`src/rtl/booth_pkg.sv`:
```
package booth_pkg;

    localparam int WIDTH  = 16;
    localparam int CNT_W  = $clog2(WIDTH);   // counts 0 .. WIDTH-1
    localparam int ADDR_W = 8;

    // register map
    localparam logic [ADDR_W-1:0] ADDR_MCAND  = 8'h00;
    localparam logic [ADDR_W-1:0] ADDR_MPLIER = 8'h04;
    localparam logic [ADDR_W-1:0] ADDR_CTRL   = 8'h08;   // bit 0 start, reads as zero
    localparam logic [ADDR_W-1:0] ADDR_STATUS = 8'h0C;   // bit 0 busy, bit 1 done
    localparam logic [ADDR_W-1:0] ADDR_RESULT = 8'h10;

    typedef struct packed {
        logic [ADDR_W-1:0] paddr;
        logic              psel;
        logic              penable;
        logic              pwrite;
        logic [31:0]       pwdata;
    } apb_req_t;

    typedef struct packed {
        logic [31:0] prdata;
        logic        pready;
        logic        pslverr;
    } apb_rsp_t;

    // encoding follows the Q0/Q-1 bit pair directly
    typedef enum logic [1:0] {
        OP_NONE  = 2'b00,
        OP_ADD   = 2'b01,
        OP_SUB   = 2'b10,
        OP_NONE2 = 2'b11
    } booth_op_e;

    typedef struct packed {
        logic      clear;
        logic      load;
        logic      step;
        booth_op_e op;
    } booth_ctl_t;

endpackage
```
`src/rtl/booth_mult_top.sv`:
```
module booth_mult_top (
    input  logic                clk,
    input  logic                rst,
    input  booth_pkg::apb_req_t req,
    output booth_pkg::apb_rsp_t rsp
);
    import booth_pkg::*;

    logic                      start;
    logic                      ready;
    logic                      count_comp;
    logic        [1:0]         q_pair;
    booth_ctl_t                ctl;
    logic        [WIDTH-1:0]   mcand;
    logic        [WIDTH-1:0]   mplier;
    logic signed [2*WIDTH-1:0] product;

    booth_apb_regs u_regs (
        .clk     (clk),
        .rst     (rst),
        .req     (req),
        .rsp     (rsp),
        .ready   (ready),
        .product (product),
        .start   (start),
        .mcand   (mcand),
        .mplier  (mplier)
    );

    booth_ctrl u_ctrl (
        .clk        (clk),
        .rst        (rst),
        .start      (start),
        .count_comp (count_comp),
        .q_pair     (q_pair),
        .ctl        (ctl),
        .ready      (ready)
    );

    booth_datapath u_dp (
        .clk     (clk),
        .rst     (rst),
        .ctl     (ctl),
        .mcand   (mcand),
        .mplier  (mplier),
        .q_pair  (q_pair),
        .product (product)
    );

    booth_counter u_cnt (
        .clk        (clk),
        .rst        (rst),
        .ctl        (ctl),
        .count_comp (count_comp)
    );

endmodule

```
`src/rtl/booth_counter.sv`:
```
module booth_counter (
    input  logic                  clk,
    input  logic                  rst,
    input  booth_pkg::booth_ctl_t ctl,
    output logic                  count_comp
);
    import booth_pkg::*;

    logic [CNT_W-1:0] cnt;

    always_ff @(posedge clk or negedge rst) begin
        if (!rst) begin
            cnt <= '0;
        end else if (ctl.clear || ctl.load) begin
            cnt <= '0;
        end else if (ctl.step) begin
            cnt <= cnt + 1'b1;
        end
    end

    // high during the last Booth step
    assign count_comp = (cnt == CNT_W'(WIDTH - 1));

endmodule

```
`src/rtl/booth_datapath.sv`:
```
module booth_datapath (
    input  logic                                 clk,
    input  logic                                 rst,
    input  booth_pkg::booth_ctl_t                ctl,
    input  logic        [booth_pkg::WIDTH-1:0]   mcand,
    input  logic        [booth_pkg::WIDTH-1:0]   mplier,
    output logic        [1:0]                    q_pair,
    output logic signed [2*booth_pkg::WIDTH-1:0] product
);
    import booth_pkg::*;

    // A carries one guard bit, otherwise subtracting -2^(W-1) overflows
    logic signed [WIDTH:0]   acc;
    logic signed [WIDTH:0]   m_ext;   // multiplicand copy, sign extended
    logic        [WIDTH-1:0] q;
    logic                    q_m1;
    logic signed [WIDTH:0]   sum;

    always_comb begin
        case (ctl.op)
            OP_ADD:  sum = acc + m_ext;
            OP_SUB:  sum = acc - m_ext;
            default: sum = acc;
        endcase
    end

    always_ff @(posedge clk or negedge rst) begin
        if (!rst) begin
            acc   <= '0;
            m_ext <= '0;
            q     <= '0;
            q_m1  <= 1'b0;
        end else if (ctl.clear) begin
            acc  <= '0;
            q    <= '0;
            q_m1 <= 1'b0;
        end else if (ctl.load) begin
            acc   <= '0;
            m_ext <= {mcand[WIDTH-1], mcand};
            q     <= mplier;
            q_m1  <= 1'b0;
        end else if (ctl.step) begin
            // arithmetic right shift of {A, Q, Q-1}
            acc  <= {sum[WIDTH], sum[WIDTH:1]};
            q    <= {sum[0], q[WIDTH-1:1]};
            q_m1 <= q[0];
        end
    end

    assign q_pair = {q[0], q_m1};

    // guard bit dropped, product always fits in 2*WIDTH
    assign product = {acc[WIDTH-1:0], q};

endmodule

```
`src/rtl/booth_ctrl.sv`:
```
module booth_ctrl (
    input  logic                  clk,
    input  logic                  rst,
    input  logic                  start,
    input  logic                  count_comp,
    input  logic [1:0]            q_pair,
    output booth_pkg::booth_ctl_t ctl,
    output logic                  ready
);
    import booth_pkg::*;

    typedef enum logic {
        IDLE,
        RUN
    } state_t;

    state_t state;
    state_t state_n;
    logic   last_step;

    always_ff @(posedge clk or negedge rst) begin
        if (!rst) begin
            state <= IDLE;
            ready <= 1'b0;
        end else begin
            state <= state_n;
            ready <= last_step;   // a cycle late so the product has settled
        end
    end

    always_comb begin
        ctl       = '0;
        ctl.op    = OP_NONE;
        state_n   = state;
        last_step = 1'b0;
        case (state)
            IDLE: begin
                if (start) begin
                    ctl.load = 1'b1;
                    state_n  = RUN;
                end else begin
                    ctl.clear = 1'b1;
                end
            end
            RUN: begin
                ctl.step = 1'b1;
                case (q_pair)
                    2'b01:   ctl.op = OP_ADD;
                    2'b10:   ctl.op = OP_SUB;
                    2'b11:   ctl.op = OP_NONE2;
                    default: ctl.op = OP_NONE;
                endcase
                if (count_comp) begin
                    last_step = 1'b1;
                    state_n   = IDLE;
                end
            end
            default: state_n = IDLE;
        endcase
    end

endmodule

```
`src/rtl/booth_apb_regs.sv`:
```
module booth_apb_regs (
    input  logic                                 clk,
    input  logic                                 rst,
    input  booth_pkg::apb_req_t                  req,
    output booth_pkg::apb_rsp_t                  rsp,
    input  logic                                 ready,
    input  logic signed [2*booth_pkg::WIDTH-1:0] product,
    output logic                                 start,
    output logic        [booth_pkg::WIDTH-1:0]   mcand,
    output logic        [booth_pkg::WIDTH-1:0]   mplier
);
    import booth_pkg::*;

    logic        access;
    logic        mapped;
    logic        locked;     // operand/ctrl write attempted during a run
    logic        wr_ok;
    logic        start_req;
    logic        busy;
    logic        done;
    logic [31:0] result;

    assign access = req.psel & req.penable;

    always_comb begin
        case (req.paddr)
            ADDR_MCAND, ADDR_MPLIER, ADDR_CTRL, ADDR_STATUS, ADDR_RESULT: mapped = 1'b1;
            default: mapped = 1'b0;
        endcase
    end

    always_comb begin
        case (req.paddr)
            ADDR_MCAND, ADDR_MPLIER, ADDR_CTRL: locked = busy & req.pwrite;
            default: locked = 1'b0;
        endcase
    end

    assign wr_ok     = access & req.pwrite & mapped & !locked;
    assign start_req = wr_ok & (req.paddr == ADDR_CTRL) & req.pwdata[0];

    // response is combinational, no wait states
    always_comb begin
        rsp         = '0;
        rsp.pready  = 1'b1;
        rsp.pslverr = access & (!mapped | locked);
        case (req.paddr)
            ADDR_MCAND:  rsp.prdata = 32'(mcand);
            ADDR_MPLIER: rsp.prdata = 32'(mplier);
            ADDR_STATUS: rsp.prdata = {30'd0, done, busy};
            ADDR_RESULT: rsp.prdata = result;
            default:     rsp.prdata = '0;   // ctrl is write-only
        endcase
    end

    always_ff @(posedge clk or negedge rst) begin
        if (!rst) begin
            mcand  <= '0;
            mplier <= '0;
        end else if (wr_ok) begin
            if (req.paddr == ADDR_MCAND) begin
                mcand <= req.pwdata[WIDTH-1:0];
            end
            if (req.paddr == ADDR_MPLIER) begin
                mplier <= req.pwdata[WIDTH-1:0];
            end
        end
    end

    always_ff @(posedge clk or negedge rst) begin
        if (!rst) begin
            start  <= 1'b0;
            busy   <= 1'b0;
            done   <= 1'b0;
            result <= '0;
        end else begin
            start <= start_req;   // one cycle pulse
            if (start_req) begin
                busy <= 1'b1;
                done <= 1'b0;
            end else if (ready) begin
                busy   <= 1'b0;
                done   <= 1'b1;   // sticky until next start
                result <= 32'(product);
            end
        end
    end

endmodule

```
`config.mk`:
```
export PLATFORM = sky130hd
export DESIGN_NAME = booth_mult_top
export DESIGN_NICKNAME = d
export VERILOG_FILES = /design/src/rtl/booth_pkg.sv /design/src/rtl/booth_mult_top.sv /design/src/rtl/booth_counter.sv /design/src/rtl/booth_datapath.sv /design/src/rtl/booth_ctrl.sv /design/src/rtl/booth_apb_regs.sv
export SDC_FILE = /design/constraint.sdc
export NUM_CORES = 1
export LEC_CHECK = 0
export BUFFER_PORTS_ARGS = -buffer_cell sky130_fd_sc_hd__buf_2
export CAP_MARGIN = 0
export CORE_UTILIZATION = 25
export CTS_CLUSTER_SIZE = 24
export DETAILED_ROUTE_END_ITERATION = 12
export PLACE_DENSITY = 0.46
export SYNTH_ARGS = -nofsm -noshare
export SYNTH_HDL_FRONTEND = slang
export SYNTH_HIERARCHICAL = 1
export SYNTH_SLANG_ARGS = --single-unit
export TNS_END_PERCENT = 1
```
`constraint.sdc`:
```
create_clock -name clk -period 3.68 [get_ports clk]
set_input_delay 0.184 -clock clk [delete_from_list [all_inputs] [get_ports clk]]
set_output_delay 0.184 -clock clk [all_outputs]
set_load 0.01 [all_outputs]
```
==> results.tsv <==
metric	value	unit
antenna_found_initial	0	
synth.cells.most_frequent	122 x dfrtp_1, 91 x nor2_1, 68 x mux2_2	
die_w	169	um
whs_endpoint	u_regs/mplier[10]	
cts_setup_buffers	0	
outcome	finished clean	
tritoncts	built	
p_leak	3.89	nW
dr.pass1.iters	4	
setup_slack	276	ps
synth_edf_count	0	
required	3950	ps
vias	5041	
synth.distinct_cells	69	
vias_per_cell	4.48	
cts_hold_buf	9	
syn-cell-area	6930	um2
cpMostUsedCell	ha_1	
critPathBufInv	1	
clock.fmax	294	MHz
fp.dieH	169	um
ys_ff_latch	122	
dieArea	28400	um2
synth_top_area_frac	0.441	
cp_max_fo	6	
crit_chain	inv_1 > ha_1 > or4b_4 > o41ai_1 > xor2_1 > ha_1 > and3_1 > a31oi_1 > nor4bb_1 > o21ba_2 > o221ai_1	
finalHoldViolations	0	
fin_setup_tns	0	ps
worstReg2RegStart	u_dp/m_ext[0]	
avgSynthCellArea	10.3	um2
yosys-top-cells-area	dfrtp_1 44%, mux2_2 11%, mux2i_1 5.3%, nor2_1 4.9%, a21oi_1 4.2%	
r2r-end	u_dp/acc[14]	
cp_data_arrival_time	3680	ps
clock_latency	420	ps
routed_wl	17500	um
stdcell_count	1126	
grt_pass1_vias	5085	
worstSetupPathType	reg2reg	
crit_family	simple AND/OR/NAND/NOR gates	
dp_hpwl	11900	um
synth_cells	674	
place_inst	1086	
worstSetupEndpointType	flop	
holdWs	19.8	ps
dr.first_iter.drc_count	261	
nFillCells	2826	
worstHoldStart	req[10]	
clock-sinks	122	
seq_area	3050	um2
drc_errors	0	
start_util	0.256	
htree_levels	4	
p_total	0.00317	W
fin_nets	807	
io_pins	79	
multi_input_area	3610	um2
grt_overflow	0	
critPathLaunch	u_dp/m_ext[0]	
finalMaxSlewViolations	0	
seq_area_frac_synth	0.441	
crit_slowest_cell	or4b_4	
hold_class	in2reg	
critical-path-max-stage-delay	510	ps
rsz0062_at_grt	false	
grt_max_degree	50	
yosys_most_used_dff	dfrtp_1	
period_share	0.925	
worst_pin_slew	763	ps
max-cap-violations	0	
fin_skew	7.78	ps
worstSetupStartpointType	flop	
synth_most_common_cell	dfrtp_1	
grt_pass1_wl	29000	um
drive_gt1_frac	0.271	
wire_per_inst	15.5	um
gp_congestion	0.741	
r2r_cells	11	
port_buffers	61	
async_reset_ff_frac	1.00	
yosysWarnings	6	
relSlewSlack	0.491	
grt.total_usage	0.132	
pre_cts_ws	327	ps
clk_path_buf_depth	2	
r2r_slack	280	ps
rows	60	
finalSetupViolCount	0	
holdPathStages	2	
yosysTopAreaCell	dfrtp_1	
ant_nets	0	
power.density	381	nW/um2
cts_root_buf	clkbuf_16	
clkTransAtPathRegs	60	ps
cts_resized	0	
synth_fp_nets	739	
synthToLayoutAreaGrowth	20.1	%
antenna_cells	0	
min_period	3400	ps
numCtsBuffers	17	
vdd_drop_max	212	uV
coreArea	27100	um2
-- where the power goes --
part | total (W) | internal, W | switching (W)
clock | 0.00174 | 0.00109 | 0.000650
sequential | 0.00134 | 0.00134 | 0.00000124
combinational | 0.0000912 | 0.0000302 | 0.0000610
-- routing by layer --
metal	vias up	routed length [um]	global-route usage
li1	2527	-	-
met1	2431	9180	0.190
met2	77	7700	0.199
met3	6	551	0.0299
met4	0	70	0.0328
met5	-	0	0
-- area by class of cell --
| cell class | count | share of cell area |
|---|---|---|
| Clock buffer | 18 | 0.0528 |
| Clock inverter | 13 | 0.0201 |
| Inverter | 18 | 0.00812 |
| Multi-Input combinational cell | 497 | 0.434 |
| Sequential cell | 122 | 0.367 |
| Tap cell | 372 | 0.0559 |
| Timing Repair Buffer | 86 | 0.0622 |
-- worst reg2reg max path: stages (launching register included) --
cell	delay, ps
dfrtp_1	390
inv_1	110
ha_1	190
or4b_4	510
o41ai_1	340
xor2_1	240
ha_1	320
and3_1	230
a31oi_1	210
nor4bb_1	440
o21ba_2	180
o221ai_1	100
-- kinds of logic (layout without fill, tap and decap cells) --
family / Yosys count / after routing / share of synthesized area
xor+xnor: 23 / 23 / 0.0291
compound gates: 132 / 132 / 0.116
fa+ha+maj: 20 / 20 / 0.0372
flops: 122 / 122 / 0.441
other cells: 1 / 1 / 0.000541
buf+inv: 55 / 135 / 0.0385
simple gates: 205 / 205 / 0.151
mux: 116 / 116 / 0.187
-- cell usage in the layout (no fill, tap or decap), drive strengths merged, types with 3 or more instances in the layout --
master	synthesis	layout
a21o	8	8
nand3	7	7
clkinv	1	6
nor3b	5	5
mux2i	37	37
dlygate4sd3	0	9
a31oi	9	9
o211ai	4	4
o21ai	25	25
and3	4	4
or2	3	3
clkbuf	22	18
o31ai	4	4
nor2b	9	9
dfrtp	122	122
ha	19	19
nand2b	3	3
xor2	6	6
a21oi	58	58
nand2	35	35
buf	15	77
nand4	5	5
inv	17	20
and2	19	19
nor2	91	91
mux2	79	79
nor3	9	9
nor4	4	4
o21a	3	3
bufinv	0	3
xnor2	17	17
-- through the flow --
step,utilization,instance area (um2)
after global placement,0.281,7630
final,0.307,8320
after CTS,0.307,8320
after detailed placement,0.281,7630
after global routing,0.307,8320
after floorplan,-,6930
-- sequential cells by signal (all words and copies together), names as in the netlist --
name	flops
u_dp/acc	16
u_regs/start	1
u_cnt/cnt	4
u_ctrl/ready	1
u_dp/q_m1	1
u_regs/mcand	16
u_ctrl/state	1
u_dp/m_ext	16
u_regs/result	32
u_regs/mplier	16
u_dp/q	16
u_regs/busy	1
u_regs/done	1
-- worst max path at each step --
stage	cells after the start	slack, ps	endpoint
floorplan	15	560	u_dp/acc[9]
global placement	11	330	u_dp/acc[14]
detailed placement	11	330	u_dp/acc[14]
CTS	11	270	u_dp/acc[14]
global route	11	4	u_dp/acc[14]
finish	11	280	u_dp/acc[14]
No activity file was read; power rests on OpenSTA's default activity.
